==> config.mk <==
export PLATFORM = sky130hd
export DESIGN_NAME = can_rx_top
export DESIGN_NICKNAME = d
export VERILOG_FILES = /design/src/can_rx_pkg.sv /design/src/can_bit_if.sv /design/src/can_destuff.sv /design/src/can_crc15.sv /design/src/can_field_capture.sv /design/src/can_rx_control.sv /design/src/can_rx_top.sv
export VERILOG_INCLUDE_DIRS = /design/src /design/src/src
export SDC_FILE = /design/constraint.sdc
export NUM_CORES = 1
export LEC_CHECK = 0
export BUFFER_PORTS_ARGS = -buffer_cell sky130_fd_sc_hd__buf_2
export CAP_MARGIN = 20
export CORE_UTILIZATION = 55
export CTS_CLUSTER_SIZE = 30
export DETAILED_ROUTE_END_ITERATION = 10
export PLACE_DENSITY = 0.76
export SYNTH_ARGS = -nofsm -noshare
export SYNTH_HDL_FRONTEND = slang
export SYNTH_HIERARCHICAL = 1
export SYNTH_SLANG_ARGS = --single-unit
==> constraint.sdc <==
create_clock -name clock -period 7.35 [get_ports clock]
set_clock_uncertainty 0.2 [all_clocks]
set_input_delay 1.8375 -clock clock [delete_from_list [all_inputs] [get_ports clock]]
set_output_delay 1.8375 -clock clock [all_outputs]
set_load 0.005 [all_outputs]
==> src/can_rx_macros.svh <==
`ifndef CAN_RX_MACROS_SVH
`define CAN_RX_MACROS_SVH

// ==================================================================
// Frame field lengths in bits
// ==================================================================

`define CAN_ID_A_LEN          11      // Base identifier
`define CAN_ID_B_LEN          18      // Identifier extension
`define CAN_DLC_LEN           4
`define CAN_DATA_MAX          64      // Eight bytes
`define CAN_CRC_LEN           15
`define CAN_EOF_LEN           7
`define CAN_INTERMISSION_LEN  2       // Third bit may already be the next SOF

// ==================================================================
// Bit stream rules
// ==================================================================

`define CAN_STUFF_RUN         5       // Equal bits before a complement is inserted
`define CAN_BUS_IDLE_LEN      11      // Recessive bits that mark a free bus

// x^15 + x^14 + x^10 + x^8 + x^7 + x^4 + x^3 + 1
`define CAN_CRC_POLY          15'h4599

`endif

==> src/can_rx_pkg.sv <==
package can_rx_pkg;

	// Decoder states in frame order
	typedef enum logic [4:0] {
		st_idle,
		st_id_a,
		st_srr_rtr,         // SRR in extended, RTR in base frame
		st_ide,
		st_id_b,
		st_rtr,             // Extended frame only
		st_reserved1,       // Extended frame only
		st_reserved0,
		st_dlc,
		st_data,
		st_crc,
		st_crc_delim,
		st_ack_slot,
		st_ack_delim,
		st_eof,
		st_intermission,
		st_error_wait       // Waiting for a free bus
	} can_state_e;

	// Target register for the current frame bit
	typedef enum logic [3:0] {
		fld_none,
		fld_id_a,
		fld_srr_rtr,
		fld_ide,
		fld_id_b,
		fld_rtr,
		fld_reserved,       // Checked nowhere, not stored
		fld_dlc,
		fld_data,
		fld_crc
	} can_field_e;

	typedef enum logic [2:0] {
		err_none,
		err_stuff,
		err_form,
		err_crc,
		err_ack
	} can_error_e;

endpackage

==> src/can_bit_if.sv <==
// Sampled bus bit plus destuffer status, shared by the decoder blocks
interface can_bit_if;

	logic sample;           // One clock strobe from bit timing
	logic rx_bit;           // Bus level, 0 is dominant
	logic stuff_active;     // Frame is inside the stuffed region
	logic stuff_bit;        // Current sample is an inserted bit
	logic stuff_error;      // Sixth equal bit seen

	modport destuff (
		input  sample,
		input  rx_bit,
		input  stuff_active,
		output stuff_bit,
		output stuff_error
	);

	modport control (
		input  sample,
		input  rx_bit,
		input  stuff_bit,
		input  stuff_error,
		output stuff_active
	);

	modport capture (
		input  sample,
		input  rx_bit
	);

endinterface

==> src/can_destuff.sv <==
`include "can_rx_macros.svh"

module can_destuff (
	input  logic        clock,
	input  logic        reset,
	can_bit_if.destuff  bits
);

	logic       last_bit;       // Level of the current run
	logic [2:0] run_len;        // Saturates at the stuff run length
	logic       run_full;

	assign run_full = (run_len == 3'(`CAN_STUFF_RUN));

	// Both flags are combinational in the sample clock
	assign bits.stuff_bit   = bits.sample & bits.stuff_active & run_full &
		(bits.rx_bit != last_bit);
	assign bits.stuff_error = bits.sample & bits.stuff_active & run_full &
		(bits.rx_bit == last_bit);

	// Run tracking continues outside the stuffed region
	// so the recessive idle run ends at SOF and SOF opens the first run
	always_ff @(posedge clock or posedge reset)
	begin
		if (reset)
		begin
			last_bit <= 1'b1;           // Bus idles recessive
			run_len  <= 3'd0;
		end
		else if (bits.sample)
		begin
			if (bits.rx_bit != last_bit)
			begin
				last_bit <= bits.rx_bit;    // Stuff bit or level change starts a new run
				run_len  <= 3'd1;
			end
			else if (!run_full)
				run_len <= run_len + 3'd1;
		end
	end

	// Stuff errors only inside a frame body
	assert property (@(posedge clock) disable iff (reset)
		$rose(bits.stuff_error) |-> bits.stuff_active);

endmodule

==> src/can_crc15.sv <==
`include "can_rx_macros.svh"

module can_crc15 (
	input  logic                    clock,
	input  logic                    reset,
	input  logic                    crc_en,
	input  logic                    crc_clear,
	input  logic                    data_bit,
	output logic [`CAN_CRC_LEN-1:0] crc_value
);

	logic [`CAN_CRC_LEN-1:0] crc_base;
	logic [`CAN_CRC_LEN-1:0] crc_shift;
	logic                    crc_nxt;

	// A clear in the same clock as an enable starts from zero,
	// which lets the SOF bit enter a fresh register
	assign crc_base = crc_clear ? '0 : crc_value;

	assign crc_nxt   = data_bit ^ crc_base[`CAN_CRC_LEN-1];
	assign crc_shift = {crc_base[`CAN_CRC_LEN-2:0], 1'b0} ^
		(crc_nxt ? `CAN_CRC_POLY : '0);

	always_ff @(posedge clock or posedge reset)
	begin
		if (reset)
			crc_value <= '0;
		else if (crc_en)
			crc_value <= crc_shift;     // One bit per enabled sample
		else if (crc_clear)
			crc_value <= '0;
	end

endmodule

==> src/can_field_capture.sv <==
`include "can_rx_macros.svh"

module can_field_capture (
	input  logic                                  clock,
	input  logic                                  reset,
	can_bit_if.capture                            bits,
	input  can_rx_pkg::can_field_e                field_sel,
	input  logic                                  shift_en,
	input  logic                                  clear,
	output logic [`CAN_ID_A_LEN+`CAN_ID_B_LEN-1:0] id,
	output logic                                  ide,
	output logic                                  rtr,
	output logic [`CAN_DLC_LEN-1:0]               dlc,
	output logic [`CAN_DATA_MAX-1:0]              data,
	output logic [`CAN_CRC_LEN-1:0]               crc_field
);

	import can_rx_pkg::*;

	logic [`CAN_ID_A_LEN-1:0] id_a;
	logic [`CAN_ID_B_LEN-1:0] id_b;
	logic                     srr_rtr;        // Base RTR or extended SRR
	logic                     rtr_ext;        // Extended frame RTR
	logic [`CAN_DLC_LEN-1:0]  dlc_shift;

	// DLC starts from zero at SOF, so only the last bit can set the MSB
	assign dlc_shift = {dlc[`CAN_DLC_LEN-2:0], bits.rx_bit};

	// ==================================================================
	// Field shift registers
	// ==================================================================

	always_ff @(posedge clock or posedge reset)
	begin
		if (reset)
		begin
			id_a      <= '0;
			id_b      <= '0;
			srr_rtr   <= 1'b0;
			rtr_ext   <= 1'b0;
			ide       <= 1'b0;
			dlc       <= '0;
			data      <= '0;
			crc_field <= '0;
		end
		else if (clear)
		begin
			// New frame
			id_a <= '0;
			id_b <= '0;
			ide  <= 1'b0;               // Keeps rtr on the srr_rtr slot until IDE
			dlc  <= '0;
			data <= '0;
		end
		else if (shift_en)
		begin
			case (field_sel)
				fld_id_a:    id_a    <= {id_a[`CAN_ID_A_LEN-2:0], bits.rx_bit};
				fld_srr_rtr: srr_rtr <= bits.rx_bit;
				fld_ide:     ide     <= bits.rx_bit;
				fld_id_b:    id_b    <= {id_b[`CAN_ID_B_LEN-2:0], bits.rx_bit};
				fld_rtr:     rtr_ext <= bits.rx_bit;
				fld_dlc:     dlc     <= dlc_shift[`CAN_DLC_LEN-1] ?
					4'(`CAN_DATA_MAX / 8) : dlc_shift;      // 9..15 read as 8
				fld_data:    data    <= {data[`CAN_DATA_MAX-2:0], bits.rx_bit};
				fld_crc:     crc_field <= {crc_field[`CAN_CRC_LEN-2:0], bits.rx_bit};
				default:     ;                  // Reserved bits are not kept
			endcase
		end
	end

	// ==================================================================
	// Frame view
	// ==================================================================

	// Base id right-aligned, extended id with base part on top
	assign id  = ide ? {id_a, id_b} : {{`CAN_ID_B_LEN{1'b0}}, id_a};
	assign rtr = ide ? rtr_ext : srr_rtr;

	assert property (@(posedge clock) disable iff (reset)
		dlc <= 4'(`CAN_DATA_MAX / 8));

endmodule

==> src/can_rx_control.sv <==
`include "can_rx_macros.svh"

module can_rx_control (
	input  logic                    clock,
	input  logic                    reset,
	can_bit_if.control              bits,
	input  logic [`CAN_CRC_LEN-1:0] crc_value,
	input  logic [`CAN_DLC_LEN-1:0] dlc,
	input  logic                    ide,
	input  logic                    rtr,
	input  logic [`CAN_CRC_LEN-1:0] crc_field,
	output can_rx_pkg::can_field_e  field_sel,
	output logic                    shift_en,
	output logic                    clear,
	output logic                    crc_en,
	output logic                    crc_clear,
	output logic                    frame_valid,
	output logic                    frame_error,
	output can_rx_pkg::can_error_e  error_kind
);

	import can_rx_pkg::*;

	can_state_e              state;
	can_state_e              state_next;
	logic [5:0]              bit_cnt;       // Bits taken in the current state
	logic                    bit_ok;        // Sampled frame bit, not a stuff bit
	logic                    sof;
	logic [`CAN_DLC_LEN-1:0] dlc_next;      // DLC including the bit on the bus
	logic [6:0]              data_len;
	logic                    err_hit;
	can_error_e              err_next;
	logic                    valid_hit;

	assign bit_ok   = bits.sample & ~bits.stuff_bit;
	assign dlc_next = {dlc[`CAN_DLC_LEN-2:0], bits.rx_bit};
	assign data_len = {dlc, 3'b000};

	// Dominant bit in idle or in the third intermission slot
	assign sof = bits.sample & ~bits.rx_bit & ((state == st_idle) |
		((state == st_intermission) & (bit_cnt == 6'(`CAN_INTERMISSION_LEN))));

	// A stuff bit may still follow the last CRC bit
	assign bits.stuff_active = state inside {[st_id_a:st_crc_delim]};

	// ==================================================================
	// Next state and frame checks
	// ==================================================================

	always_comb
	begin
		state_next = state;
		err_hit    = 1'b0;
		err_next   = err_none;
		valid_hit  = 1'b0;
		if (bits.stuff_error)
		begin
			err_hit  = 1'b1;
			err_next = err_stuff;
		end
		else if (bit_ok)
		begin
			case (state)
				st_idle:
					if (!bits.rx_bit)
						state_next = st_id_a;
				st_id_a:
					if (bit_cnt == 6'(`CAN_ID_A_LEN - 1))
						state_next = st_srr_rtr;
				st_srr_rtr: state_next = st_ide;
				st_ide:
					if (!bits.rx_bit)
						state_next = st_reserved0;      // Base frame
					else if (!rtr)
					begin
						err_hit  = 1'b1;                // Dominant SRR
						err_next = err_form;
					end
					else
						state_next = st_id_b;
				st_id_b:
					if (bit_cnt == 6'(`CAN_ID_B_LEN - 1))
						state_next = st_rtr;
				st_rtr:       state_next = st_reserved1;
				st_reserved1: state_next = st_reserved0;
				st_reserved0: state_next = st_dlc;
				st_dlc:
					if (bit_cnt == 6'(`CAN_DLC_LEN - 1))
						state_next = ((dlc_next == '0) || rtr) ? st_crc : st_data;
				st_data:
					if (({1'b0, bit_cnt} + 7'd1) == data_len)
						state_next = st_crc;
				st_crc:
					if (bit_cnt == 6'(`CAN_CRC_LEN - 1))
						state_next = st_crc_delim;
				st_crc_delim:
					if (bits.rx_bit)
						state_next = st_ack_slot;
					else
					begin
						err_hit  = 1'b1;
						err_next = err_form;
					end
				st_ack_slot:
					if (!bits.rx_bit)
						state_next = st_ack_delim;
					else
					begin
						err_hit  = 1'b1;                // Nobody acknowledged
						err_next = err_ack;
					end
				st_ack_delim:
					if (!bits.rx_bit)
					begin
						err_hit  = 1'b1;
						err_next = err_form;
					end
					else if (crc_value != crc_field)
					begin
						err_hit  = 1'b1;
						err_next = err_crc;
					end
					else
					begin
						valid_hit  = 1'b1;
						state_next = st_eof;
					end
				st_eof:
					if (!bits.rx_bit)
					begin
						err_hit  = 1'b1;
						err_next = err_form;
					end
					else if (bit_cnt == 6'(`CAN_EOF_LEN - 1))
						state_next = st_intermission;
				st_intermission:
					if (bit_cnt < 6'(`CAN_INTERMISSION_LEN))
					begin
						if (!bits.rx_bit)
						begin
							err_hit  = 1'b1;
							err_next = err_form;
						end
					end
					else
						state_next = bits.rx_bit ? st_idle : st_id_a;
				st_error_wait:
					if (bits.rx_bit && (bit_cnt == 6'(`CAN_BUS_IDLE_LEN - 1)))
						state_next = st_idle;
				default: state_next = st_idle;
			endcase
		end
		if (err_hit)
			state_next = st_error_wait;
	end

	// ==================================================================
	// State, counter and result registers
	// ==================================================================

	always_ff @(posedge clock or posedge reset)
	begin
		if (reset)
		begin
			state       <= st_idle;
			bit_cnt     <= '0;
			frame_valid <= 1'b0;
			frame_error <= 1'b0;
			error_kind  <= err_none;
		end
		else
		begin
			state       <= state_next;
			frame_valid <= valid_hit;       // One clock pulses
			frame_error <= err_hit;
			if (err_hit)
				error_kind <= err_next;
			else if (sof)
				error_kind <= err_none;     // Held until the next frame
			if (err_hit || (state_next != state) || (state == st_idle))
				bit_cnt <= '0;
			else if (bit_ok && (state == st_error_wait) && !bits.rx_bit)
				bit_cnt <= '0;              // Recessive run broken
			else if (bit_ok)
				bit_cnt <= bit_cnt + 6'd1;
		end
	end

	// ==================================================================
	// Capture and CRC steering
	// ==================================================================

	always_comb
	begin
		case (state)
			st_id_a:      field_sel = fld_id_a;
			st_srr_rtr:   field_sel = fld_srr_rtr;
			st_ide:       field_sel = fld_ide;
			st_id_b:      field_sel = fld_id_b;
			st_rtr:       field_sel = fld_rtr;
			st_reserved1: field_sel = fld_reserved;
			st_reserved0: field_sel = fld_reserved;
			st_dlc:       field_sel = fld_dlc;
			st_data:      field_sel = fld_data;
			st_crc:       field_sel = fld_crc;
			default:      field_sel = fld_none;
		endcase
	end

	assign shift_en  = bit_ok & ~bits.stuff_error &
		~(field_sel inside {fld_none, fld_reserved});
	assign clear     = sof;
	assign crc_en    = bit_ok & (sof | (state inside {[st_id_a:st_data]}));
	assign crc_clear = (state == st_idle) | sof;

	assert property (@(posedge clock) disable iff (reset)
		!(frame_valid && frame_error));

	// Capture has latched the recessive IDE bit by the time id_b starts
	assert property (@(posedge clock) disable iff (reset)
		(state == st_id_b) |-> ide);

endmodule

==> src/can_rx_top.sv <==
`include "can_rx_macros.svh"

module can_rx_top (
	input  logic                                  clock,
	input  logic                                  reset,
	input  logic                                  rx_bit,
	input  logic                                  sample_point,
	output logic                                  frame_valid,
	output logic                                  frame_error,
	output can_rx_pkg::can_error_e                error_kind,
	output logic [`CAN_ID_A_LEN+`CAN_ID_B_LEN-1:0] id,
	output logic                                  ide,
	output logic                                  rtr,
	output logic [`CAN_DLC_LEN-1:0]               dlc,
	output logic [`CAN_DATA_MAX-1:0]              data
);

	import can_rx_pkg::*;

	can_bit_if bits ();

	can_field_e              field_sel;
	logic                    shift_en;
	logic                    clear;         // SOF seen
	logic                    crc_en;
	logic                    crc_clear;
	logic [`CAN_CRC_LEN-1:0] crc_value;     // Calculated
	logic [`CAN_CRC_LEN-1:0] crc_field;     // Received

	assign bits.sample = sample_point;
	assign bits.rx_bit = rx_bit;

	// ==================================================================
	// Bit level
	// ==================================================================

	can_destuff u_destuff (
		.clock (clock),
		.reset (reset),
		.bits  (bits.destuff)
	);

	can_crc15 u_crc15 (
		.clock     (clock),
		.reset     (reset),
		.crc_en    (crc_en),
		.crc_clear (crc_clear),
		.data_bit  (rx_bit),
		.crc_value (crc_value)
	);

	// ==================================================================
	// Frame level
	// ==================================================================

	can_field_capture u_capture (
		.clock     (clock),
		.reset     (reset),
		.bits      (bits.capture),
		.field_sel (field_sel),
		.shift_en  (shift_en),
		.clear     (clear),
		.id        (id),
		.ide       (ide),
		.rtr       (rtr),
		.dlc       (dlc),
		.data      (data),
		.crc_field (crc_field)
	);

	can_rx_control u_control (
		.clock       (clock),
		.reset       (reset),
		.bits        (bits.control),
		.crc_value   (crc_value),
		.dlc         (dlc),
		.ide         (ide),
		.rtr         (rtr),
		.crc_field   (crc_field),
		.field_sel   (field_sel),
		.shift_en    (shift_en),
		.clear       (clear),
		.crc_en      (crc_en),
		.crc_clear   (crc_clear),
		.frame_valid (frame_valid),
		.frame_error (frame_error),
		.error_kind  (error_kind)
	);

endmodule

### Yosys cells after proc, flatten, opt, wreduce, memory -nomap -nowiden

Memories as Yosys holds them, arrays and structs flattened.
Cells that the tools add are included.

| word-level totals | value |
|---|---|
| ROM bits | 64 |
| logic and storage cells | 191 |
| bits of input ports | 4 |
| output and inout port bits | 104 |
| memories | 1 |
| flip-flop bits (word level) | 150 |

| operators by class | value |
|---|---|
| equal/unequal tests | 38 |
| bitwise logic cells | 21 |
| multiplexer cells | 76 |
| magnitude comparators | 4 |
| add/sub/neg operators | 3 |
| reductions and logical operators | 32 |

Memory list:

| memory | depth | width | rd ports | clocked after Yosys merged registers in | wr ports | line | text |
|---|---|---|---|---|---|---|---|
| (name not given) | 16 | 4 | 1 | 0 | 0 | can_rx_control.sv:195 | `case (state)` |

Operators with widths:

| operator | count |
|---|---|
| $mux 64 | 3 |
| $mux 5 | 19 |
| $pmux 5 s17 | 1 |
| $mux 18 | 3 |
| $mux 15 | 3 |
| $eq 5x4->1 const B | 8 |
| $mux 11 | 3 |
| $mux 29 | 1 |
| $mux 3 | 9 |
| $eq 5x3->1 const B | 4 |
| $mux 4 | 5 |
| $mux 1 | 19 |
| $mux 6 | 3 |
| $eq 4x3->1 const B | 4 |
| $reduce_bool 2->1 | 8 |
| $ne 15x15->1 | 1 |
| $pmux 3 s5 | 1 |
| $xor 15x15->15 | 1 |
| $reduce_and 2->1 | 7 |
| $eq 6x2->1 const B | 2 |
| $eq 6x4->1 const B | 2 |
| $and 1x1->1 | 11 |
| $eq 5x2->1 const B | 2 |
| $le 5x4->1 const B | 2 |
| 31 further kinds | 52 |

### Longest topological paths before layout

Gate-level depths: netlist of run 1.

| depth | value |
|---|---|
| depth after elaboration | 14 |
| depth in mapped cells | 17 |
| mapped depth without buffers | 14 |

### Hierarchy

The synthesis of run 1 kept the hierarchy.

Modules (own cells, without submodules):

| module | area an instance (µm²) | cells an instance | seq. area each (µm²) | times used |
|---|---|---|---|---|
| can_field_capture | 5,218.8 | 409 | 2,877.8 | 1 |
| can_rx_control | 2,098.3 | 290 | 400.4 | 1 |
| can_crc15 | 742.0 | 72 | 375.4 | 1 |
| can_destuff | 237.7 | 24 | 101.3 | 1 |

### Worst setup path before layout of run 1

OpenSTA, ideal clock, no wires.

| timing path | value |
|---|---|
| path kind | input to register |
| from | in rx_bit |
| to | reg u_control.bit_cnt[1] |
| data arrival time | 3,639 ps |
| buffers on the path | 1 |
| required time | 7,009 ps |
| setup time | 141 ps |
| path slack | 3,370 ps |
| stages on the path | 8 |
| cells stage by stage | clkbuf_1 -> nor4_1 -> nor4b_4 -> nor2_1 -> a211o_1 -> or3_4 -> o221ai_1 -> nor4_1 |

| between the ends | value |
|---|---|
| cells in the longest elaborated chain, start to end | 12 |
| elaborated cells on any way between the ends | 41 |
| classes of those cells | eq/ne: 3; mux: 25; bitwise: 4; reduce/logical: 9 |

Ends and longest elaborated chain:

| item | line | text |
|---|---|---|
| start: declaration | can_rx_top.sv:6 | `input logic rx_bit,` |
| $logic_not 4->1 | can_rx_control.sv:89 | `state_next = ((dlc_next == '0) \|\| rtr) ? st_crc : st_data;` |
| $logic_or 1x1->1 | can_rx_control.sv:89 |  |
| $mux 2 | can_rx_control.sv:89 |  |
| $mux 5 | can_rx_control.sv:88 | `` if (bit_cnt == 6'(`CAN_DLC_LEN - 1)) `` |
| $pmux 5 s17 | can_rx_control.sv:63 | `case (state)` |
| $mux 5 | can_rx_control.sv:61 | `else if (bit_ok)` |
| $mux 5 | can_rx_control.sv:56 | `if (bits.stuff_error)` |
| $mux 5 | can_rx_control.sv:153 | `if (err_hit)` |
| $ne 5x5->1 | can_rx_control.sv:180 | `if (err_hit \|\| (state_next != state) \|\| (state == st_idle))` |
| $logic_or 1x1->1 (2 in a row) | can_rx_control.sv:180 |  |
| $reduce_bool 3->1 (no source line) or $mux 6 (tied branches) | -- |  |
| end signal: assignment | can_rx_control.sv:185 | `bit_cnt <= bit_cnt + 6'd1;` |
| end: declaration | can_rx_control.sv:26 | `logic [5:0] bit_cnt;` |

Parallel ways exist; a longest one is shown, timed or not.
A chain may end at the register's enable or synchronous reset.

### Worst setup path after layout of run 1

| timing path | value |
|---|---|
| from | in rx_bit |
| to | reg u_capture.data[12] |

| between the ends | value |
|---|---|
| cells in the longest elaborated chain, start to end | 8 |
| elaborated cells on any way between the ends | 16 |
| classes of those cells | eq/ne: 2; mux: 1; bitwise: 10; reduce/logical: 3 |

Ends and longest elaborated chain:

| item | line | text |
|---|---|---|
| $ne 1x1->1 | can_destuff.sv:17 | `(bits.rx_bit != last_bit);` |
| $and 1x1->1 | can_destuff.sv:16 | `assign bits.stuff_bit = bits.sample & bits.stuff_active & run_full &` |
| named net bits.stuff_bit | can_bit_if.sv:7 | `logic stuff_bit;` |
| $not 1->1 | can_rx_control.sv:35 | `assign bit_ok = bits.sample & ~bits.stuff_bit;` |
| $and 1x1->1 | can_rx_control.sv:35 |  |
| $and 1x1->1 (2 in a row) | can_rx_control.sv:210 | `assign shift_en = bit_ok & ~bits.stuff_error &` |
| named net shift_en | can_rx_top.sv:23 | `logic shift_en;` |
| $reduce_bool 2->1 (no source line) | -- |  |
| $reduce_and 2->1 (no source line) | -- |  |
| end signal: assignment | can_field_capture.sv:65 | `` fld_data: data <= {data[`CAN_DATA_MAX-2:0], bits.rx_bit}; `` |
| end: declaration | can_field_capture.sv:14 | `` output logic [`CAN_DATA_MAX-1:0] data, `` |

The timed path passes the listed nets, and every way through them passes these cells.

==> flow_summary.yaml, run 1 <==
critical_path:
  cpMostUsedCell: "nor2_1"
  cp_slowest_cell: "nand2_4"
  worstSetupPathType: "primary input to register"
  worstPathArrival_ns: 4.98
  worstPathMaxFanout: 62
  ff2ff_setup_slack_ns: 2.67
  worstPathRequired_ns: 7.48
  cp-end-kind: "register"
  cp_top_family: "simple AND/OR/NAND/NOR gates"
  crit_chain: "buf_2 -> xnor2_1 -> nor2_1 -> nor2b_1 -> nand2b_1 -> nor2_1 -> and3b_1 -> nand2_4 -> mux2i_1"
  cp_num_buf_inv: 1
  start_kind: "primary input"
  critical_path.max_stage_delay_ns: 0.56
placed_design:
  port_buffers: 107
  gp_congestion: 0.8735
  place_inst: 1036
  dp_hpwl_mm: 12.73
run_status:
  violations: "design-rule violations"
  outcome: "complete, but fails checks"
hold_path:
  hp-class: "register to register"
layout:
  multi_input_area_um2: 4215
  final_cells: 1068
  layout_common_cells: "149 x dfrtp_1, 107 x buf_2, 106 x mux2i_1, 105 x nand2b_1, 40 x nor2_1"
  final_common_cell: "dfrtp_1"
  antenna_cells: 0
  seqCellArea_um2: 3755
  final_core_util: 0.6438
  fillers: 1193
  area_growth_pct: 13.63
  nets: 884
  drive_gt1_frac: 0.2161
die:
  design.portCount: 108
  start_util: 0.5666
  dieArea_um2: 15580
  core_um2: 14640
  die_w_um: 124.8
  row_count: 44
  die_h_um: 124.8
clock_tree:
  cts_tree: "yes"
  path_clk_slew_ns: 0.07
  clock_path_buffers: 2
  htreeDepth: 4
  cts_resized: 0
  clock_sinks: 150
  post_cts_buffers: 0
  cts_made_buffers: 17
  root_buffer: "clkbuf_16"
  hold_buffers: 0
  clk_latency_ns: 0.42
global_route:
  grt_start_max_net_pins: 104
  gr-usage-all-layers: 0.2523
  grt_pass1_wl_mm: 31.48
  overflow: 0
  grt_pass1_vias: 6191
  antenna_found_initial: 0
yosys:
  synthFlopType: "dfrtp_1"
  synth_nets: 808
  syn_area_per_cell_um2: 10.44
  yosysSeqAreaShare: 0.4526
  ys_ff_latch: 150
  synth_cell_types: 68
  yosys_warnings: 6
  ys_async_sr_fraction: 1.000
  netlist_area_um2: 8297
  netlist_instances: 795
  synth_edf_count: 0
power:
  irDropWorstVdd_v: 0.0002243
  power_density_nw_per_um2: 307.6
  design_power_total_mw: 2.900
  leakagePower_nw: 5.040
detailed_routing:
  vias: 6143
  drt-total-wl_mm: 18.91
  drt-initial-drc-count: 448
  viasPerCell: 5.752
  drc_errors: 6
  drt_first_pass_iters: 10
  ant_nets: 0
  route.detailed.wl_per_inst_um: 17.71
sta:
  setup_viol: 0
  clock.fmax_ghz: 0.2061
  timing.final.crit_share: 0.6601
  worst_pin_slew_ns: 1.057
  finalSetupTns_ns: 0
  layout_min_cycle_time_ns: 4.852
  hold_violations: 0
  whs_ns: 0.3074
  maxSlewViolCount: 0
  rsz0062_at_grt: "no"
  relSlewSlack: 0.2950
flow_run:
  maxCapViolCount: 0
-- synthesized netlist by cell type, types with 16 or more instances --
cell type,number,area share
xnor2_1,25,0.026
mux2i_1,106,0.13
nand2_1,39,0.018
nand2b_1,105,0.079
clkbuf_1,33,0.015
dfrtp_1,149,0.45
inv_1,16,0.0072
mux2_2,19,0.026
and2_1,22,0.017
o21ai_0,25,0.015
a21oi_1,18,0.011
nor2_1,40,0.018
-- worst reg2reg max path: cells and delay by family, from the launching register on --
kind | cells | cell delay, ns
simple gates | 8 | 2.30
flops | 1 | 0.65
mux | 1 | 0.45
fa+ha+maj | 1 | 0.42
compound gates | 2 | 0.29
buf+inv | 1 | 0.26
-- flip-flops by register name (all words and copies together) (netlist names) --
name and count:
u_capture/ide 1, u_capture/data 64, u_control/state 5, u_capture/srr_rtr 1, u_control/error_kind 3, u_capture/id_b 18, u_capture/crc_field 15, u_capture/dlc 4
u_control/frame_error 1, u_destuff/last_bit 1, u_capture/id_a 11, u_crc15/crc_value 15, u_capture/rtr_ext 1, u_control/frame_valid 1, u_destuff/run_len 3, u_control/bit_cnt 6
-- final cells by class --
cell class,instances,share of cell area
Clock inverter,15,0.01805
Inverter,17,0.007034
Timing Repair Buffer,111,0.05999
Sequential cell,150,0.3983
Tap cell,184,0.02442
Multi-Input combinational cell,574,0.4471
Clock buffer,17,0.04512
-- routing by layer --
| layer | up-vias | share of wire | track usage |
|---|---|---|---|
| li1 | 2934 | - | - |
| met1 | 3034 | 0.46 | 0.3389 |
| met2 | 153 | 0.49 | 0.4118 |
| met3 | 22 | 0.044 | 0.05112 |
| met4 | 0 | 0.011 | 0.07891 |
| met5 | - | 0 | 0 |
-- cell families after synthesis --
logic type               count (synthesis)  share of synthesized area
AND/OR/NAND/NOR                        296                     0.2040
flip-flops                             150                     0.4526
multiplexers                           136                     0.1731
AO/OA/AOI/OAI                          102                    0.08400
buffers and inverters                   71                    0.03996
XOR/XNOR                                31                    0.03273
adder cells (fa/ha/maj)                  9                    0.01357
-- through the flow --
stage | setup WS (ns) | instance area (µm²)
floorplan | 2.268 | 8297
global placement | 2.360 | 8832
detailed placement | 2.113 | 8832
CTS | 2.580 | 9428
global route | 2.214 | 9428
finish | 2.498 | 9428
-- path summary, 6_finish.rpt --
check,start,end,cells after the start
setup / recovery,rx_bit,u_capture/data[12],9
hold / removal,u_capture/srr_rtr,u_capture/srr_rtr,1
setup reg to reg,u_control/state[1],u_capture/data[12],13
hold reg to reg,u_capture/srr_rtr,u_capture/srr_rtr,1
max in group asynchronous,reset,u_capture/data[1],3
min in group asynchronous,reset,u_destuff/run_len[1],2
-- where the power goes --
part           switching (mW)  total, mW  leakage [nW]  internal [mW]
Clock                   0.370      0.877         0.277          0.507
Sequential              0.161       1.08          2.07          0.915
Combinational           0.547      0.947          2.70          0.400
Power figures use the tool's default switching activity.
==> inputs of run 2 (changes only) <==
- clock period: 7.35 -> 4.7 ns (I/O delays scaled with it)
==> run 2 against run 1 <==
- the flow still finishes with violations (design-rule violations)
- sequential power is 48% higher
- core utilization grew 0.61 points
- register-to-register slack lost 2.1 ns
- global-route usage increased by 0.30 points
- final cell count up 1.0%
- setup slack worse by 2.0 ns
- final area up 0.94%
- first-iteration DRC count increased by 3.1%
- total power rose by 57%
- clock power up 53%
- non-clock buffer count up 11
==> flow_summary.yaml, run 2 (synthesis gave the netlist of run 1 again) <==
critical_path:
  worstPathRequired_ns: 4.84
  ff2ff_setup_slack_ns: 0.52
  worstPathArrival_ns: 4.31
  path_depth: 14
  reg2reg_to: "u_capture/data[10]"
  reg2reg_depth: 14
  worstSetupPathType: "register to register"
  cp_slowest_cell: "dfrtp_1"
  cp_num_buf_inv: 2
  crit_chain: "inv_1 -> ha_1 -> nor3_1 -> a21oi_1 -> a21boi_0 -> nand4_1 -> nor2_1 -> nor2b_1 -> nand2b_1 -> nor2_1 -> and3b_1 -> nand2_4 -> buf_12 -> mux2i_1"
  cp_top_family: "simple AND/OR/NAND/NOR gates"
  crit_end: "u_capture/data[10]"
  cp-end-kind: "register"
  r2r-start: "u_control/state[1]"
  start_kind: "register"
  cpMostUsedCell: "nor2_1"
  worstPathMaxFanout: 33
  critical_path.max_stage_delay_ns: 0.67
  setup.worst_path.start: "u_control/state[1]"
global_route:
  grt_pass1_wl_mm: 32.03
  grt_util_met3: 0.05627
  use_met2: 0.4217
  gr-usage-all-layers: 0.2553
  overflow: 0
  grt-busiest-layer: "met2"
  grt_pass1_vias: 6436
  antenna_found_initial: 0
  grt_util_met1: 0.3360
  grt_start_max_net_pins: 79
clock_tree:
  clock_path_buffers: 2
  cts_made_buffers: 17
  hold_buffers: 0
  htreeDepth: 4
  cts_tree: "yes"
  clk_latency_ns: 0.42
  post_cts_buffers: 0
  path_clk_slew_ns: 0.07
  cts_resized: 0
  root_buffer: "clkbuf_16"
  clock_sinks: 150
placed_design:
  gp_congestion: 0.9146
  port_buffers: 107
  place_area_um2: 8927
  dp_hpwl_mm: 13.18
layout:
  largest_reg_flops: 64
  final_common_cell: "dfrtp_1"
  final_core_util: 0.6499
  nets: 895
  layout_common_cells: "149 x dfrtp_1, 107 x buf_2, 106 x mux2i_1, 105 x nand2b_1, 40 x nor2_1"
  top_regs: "u_capture/data (64), u_capture/id_b (18)"
  final_cell_area_um2: 9517
  area_growth_pct: 14.70
  drive_gt1_frac: 0.2257
  top_register: "u_capture/data"
  antenna_cells: 0
die:
  row_count: 44
  die_w_um: 124.8
  start_util: 0.5666
  design.portCount: 108
  die_h_um: 124.8
  core_um2: 14640
  dieArea_um2: 15580
sta:
  timing.final.crit_share: 0.8887
  whs_ns: 0.3179
  clock.fmax_ghz: 0.2394
  relSlewSlack: 0.4444
  setup_viol: 0
  maxSlewViolCount: 0
  rsz0062_at_grt: "no"
  layout_min_cycle_time_ns: 4.177
  finalSetupTns_ns: 0
  worst_pin_slew_ns: 0.8258
  hold_violations: 0
detailed_routing:
  ant_nets: 0
  route.detailed.wl_per_inst_um: 17.82
  drc_errors: 6
  drt_first_pass_iters: 8
  drt-initial-drc-count: 462
  drt-total-wl_mm: 19.23
  vias: 6294
  viasPerCell: 5.833
run_status:
  violations: "design-rule violations"
  outcome: "complete, but fails checks"
power:
  power_density_nw_per_um2: 478.2
  leakagePower_nw: 5.102
  irDropWorstVdd_v: 0.0003619
hold_path:
  hp-class: "register to register"
  min-delay-start: "u_destuff/run_len[0]"
flow_run:
  maxCapViolCount: 0
-- run 2: final cells by class --
cell class	instances	area [µm²]
tap	184	230.2
timing repair buffer	122	660.6
fill	1164	5127
multi-input combinational	574	4215
inverter	17	66.31
sequential	150	3755
clock inverter	15	163.9
clock buffer	17	425.4
-- run 2: routing by layer --
layer	wire length, µm	up-vias
met4	339	0
met5	0	-
met1	8359	3090
met3	1098	30
li1	-	2945
met2	9433	229
-- run 2: worst min path at each step --
stage                      endpoint  cells after the start
3_5_place_dp      u_capture/rtr_ext                      1
2_1_floorplan     u_capture/rtr_ext                      1
6_report       u_destuff/run_len[0]                      1
4_1_cts           u_capture/rtr_ext                      1
3_3_place_gp      u_capture/rtr_ext                      1
5_1_grt           u_capture/rtr_ext                      1
-- run 2: power breakdown --
| group | leakage (nW) | internal (mW) | total (mW) | switching, mW |
|---|---|---|---|---|
| clock network | 0.280 | 0.753 | 1.34 | 0.591 |
| registers | 2.07 | 1.43 | 1.60 | 0.167 |
| logic | 2.76 | 0.657 | 1.61 | 0.952 |
-- run 2: stage by stage --
| step | worst slack [ns] | total power [mW] | cells |
|---|---|---|---|
| 5_1_grt | 0.1747 | 4.804 | 1079 |
| 3_3_place_gp | 0.7361 | 3.144 | 1047 |
| 2_1_floorplan | 0.2809 | 2.812 | 795 |
| 4_1_cts | 0.6135 | 4.551 | 1079 |
| 6_report | 0.5233 | 4.551 | 1079 |
| 3_5_place_dp | 0.5531 | 3.196 | 1047 |
-- run 2: worst register-to-register path, cell delays in order, from the launching register on --
cell,delay [ns]
dfrtp_1,0.67
inv_1,0.28
ha_1,0.27
nor3_1,0.12
a21oi_1,0.10
a21boi_0,0.13
nand4_1,0.12
nor2_1,0.06
nor2b_1,0.37
nand2b_1,0.30
nor2_1,0.28
and3b_1,0.30
nand2_4,0.32
buf_12,0.31
mux2i_1,0.23
==> inputs of run 3 (changes only) <==
- CORE_UTILIZATION: 55 -> 53
- PLACE_DENSITY: 0.76 -> 0.77
- clock period: 4.7 -> 3.7 ns (I/O delays scaled with it)
==> run 3 against run 2 <==
- the run now ends clean
- wire length down 5.3%
- count of clock-buffer cells in the layout up 2
- critical path type unchanged
- sequential cell count unchanged
- setup slack worse by 0.23 ns
- largest cell class unchanged
==> flow_summary.yaml, run 3 (synthesis gave the netlist of run 1 again) <==
sta:
  fin_ws_ns: 0.2944
  relSlewSlack: 0.5711
  layout_min_cycle_time_ns: 3.406
  timing.final.crit_share: 0.9204
  clock.fmax_ghz: 0.2936
  maxSlewViolCount: 0
  rsz0062_at_grt: "no"
  hold_violations: 0
  finalSetupTns_ns: 0
  setup_viol: 0
  worst_pin_slew_ns: 0.6375
global_route:
  grt_pass1_vias: 5934
  overflow: 0
  gr-usage-all-layers: 0.2358
  antenna_found_initial: 0
  grt_pass1_wl_mm: 30.28
  grt_start_max_net_pins: 75
layout:
  final_cell_area_um2: 9679
  area_growth_pct: 16.66
  antenna_cells: 0
  top_register: "u_capture/data"
  nets: 909
  final_core_util: 0.6344
  final_common_cell: "dfrtp_1"
  drive_gt1_frac: 0.2379
  layout_common_cells: "149 x dfrtp_1, 107 x buf_2, 106 x mux2i_1, 105 x nand2b_1"
  seqCellArea_um2: 3755
  multi_input_area_um2: 4218
  top_regs: "u_capture/data (64), u_capture/id_b (18)"
  fillers: 1278
  largest_reg_flops: 64
detailed_routing:
  ant_nets: 0
  drt-initial-drc-count: 431
  drt_first_pass_iters: 5
  drc_errors: 0
  route.detailed.wl_per_inst_um: 16.28
  drt-total-wl_mm: 18.22
  vias: 6260
  viasPerCell: 5.594
placed_design:
  dp_hpwl_mm: 12.56
  place_area_um2: 9105
  gp_congestion: 0.8842
  pre_cts_ws_ns: 0.2585
  port_buffers: 107
clock_tree:
  clock_path_buffers: 2
  root_buffer: "clkbuf_16"
  cts_tree: "yes"
  post_cts_buffers: 0
  htreeDepth: 4
  clock_sinks: 150
  path_clk_slew_ns: 0.06
  clk_latency_ns: 0.42
  cts_made_buffers: 17
die:
  start_util: 0.5437
  die_h_um: 127.1
  design.portCount: 108
  core_um2: 15260
  dieArea_um2: 16160
  row_count: 45
  die_w_um: 127.1
critical_path:
  start_kind: "register"
  worstPathArrival_ns: 3.52
  worstSetupPathType: "register to register"
  cp-end-kind: "register"
  worstPathMaxFanout: 9
  worstPathRequired_ns: 3.82
power:
  leakagePower_nw: 5.177
  power_density_nw_per_um2: 598.8
  design_power_total_mw: 5.796
  irDropWorstVdd_v: 0.0004396
run_status:
  outcome: "completed"
hold_path:
  hp-class: "primary input to asynchronous set/reset pin"
flow_run:
  maxCapViolCount: 0
run 3: critical path, cell delays in order (launching register included):
cell and delay (ns):
dfrtp_1 0.43, buf_4 0.20, ha_1 0.20, o31ai_1 0.25
a21boi_0 0.16, nand4_1 0.14, nor2_1 0.06, nand2b_1 0.20
buf_4 0.19, a2111oi_0 0.37, o221ai_1 0.23, o211a_1 0.30
and3_1 0.22, a21o_1 0.15
run 3: where the power goes:
part | internal, mW | leakage (nW) | switching (mW)
Sequential | 1.82 | 2.07 | 0.221
Combinational | 0.882 | 2.83 | 1.19
Clock | 0.968 | 0.278 | 0.713
run 3: cell type report:
type	instances	share of cell area
multi-input cells	574	0.4358
flip-flops and latches	150	0.3879
repair buffers	136	0.08299
clock buffers	19	0.04679
well taps	211	0.02728
clock inverters	12	0.01228
inverters	17	0.006980
run 3: worst paths after layout:
check	startpoint	to	slack, ns	cells after the start
setup / recovery	u_control/state[1]	u_control/error_kind[2]	0.29	13
hold / removal	reset	u_destuff/run_len[0]	0.22	2
setup reg to reg	u_control/state[1]	u_control/error_kind[2]	0.29	13
hold reg to reg	u_capture/rtr_ext	u_capture/rtr_ext	0.31	1
max in group asynchronous	reset	u_capture/id_b[15]	2.21	3
min in group clock	u_capture/rtr_ext	u_capture/rtr_ext	0.31	1
run 3: metrics by stage:
step                      cells  hold WS (ns)
after floorplan             795        0.2736
after global placement     1088        0.2842
after detailed placement   1088        0.2948
after CTS                  1119        0.2205
after global routing       1119        0.2308
final                      1119        0.2226
run 3: timing repair:
| action | in CTS | in global routing |
|---|---|---|
| hold buffers | 0 | 0 |
| setup endpoints to repair | 0 | 6 |
| gates resized for setup | 0 | 1 |
run 3: per-layer routing:
layer | up-vias | GRT usage | wire length (µm)
met4 | 0 | 0.09034 | 433
met5 | - | 0 | 0
met2 | 200 | 0.3697 | 8527
met1 | 3037 | 0.3276 | 8400
met3 | 36 | 0.04146 | 855
li1 | 2987 | - | -
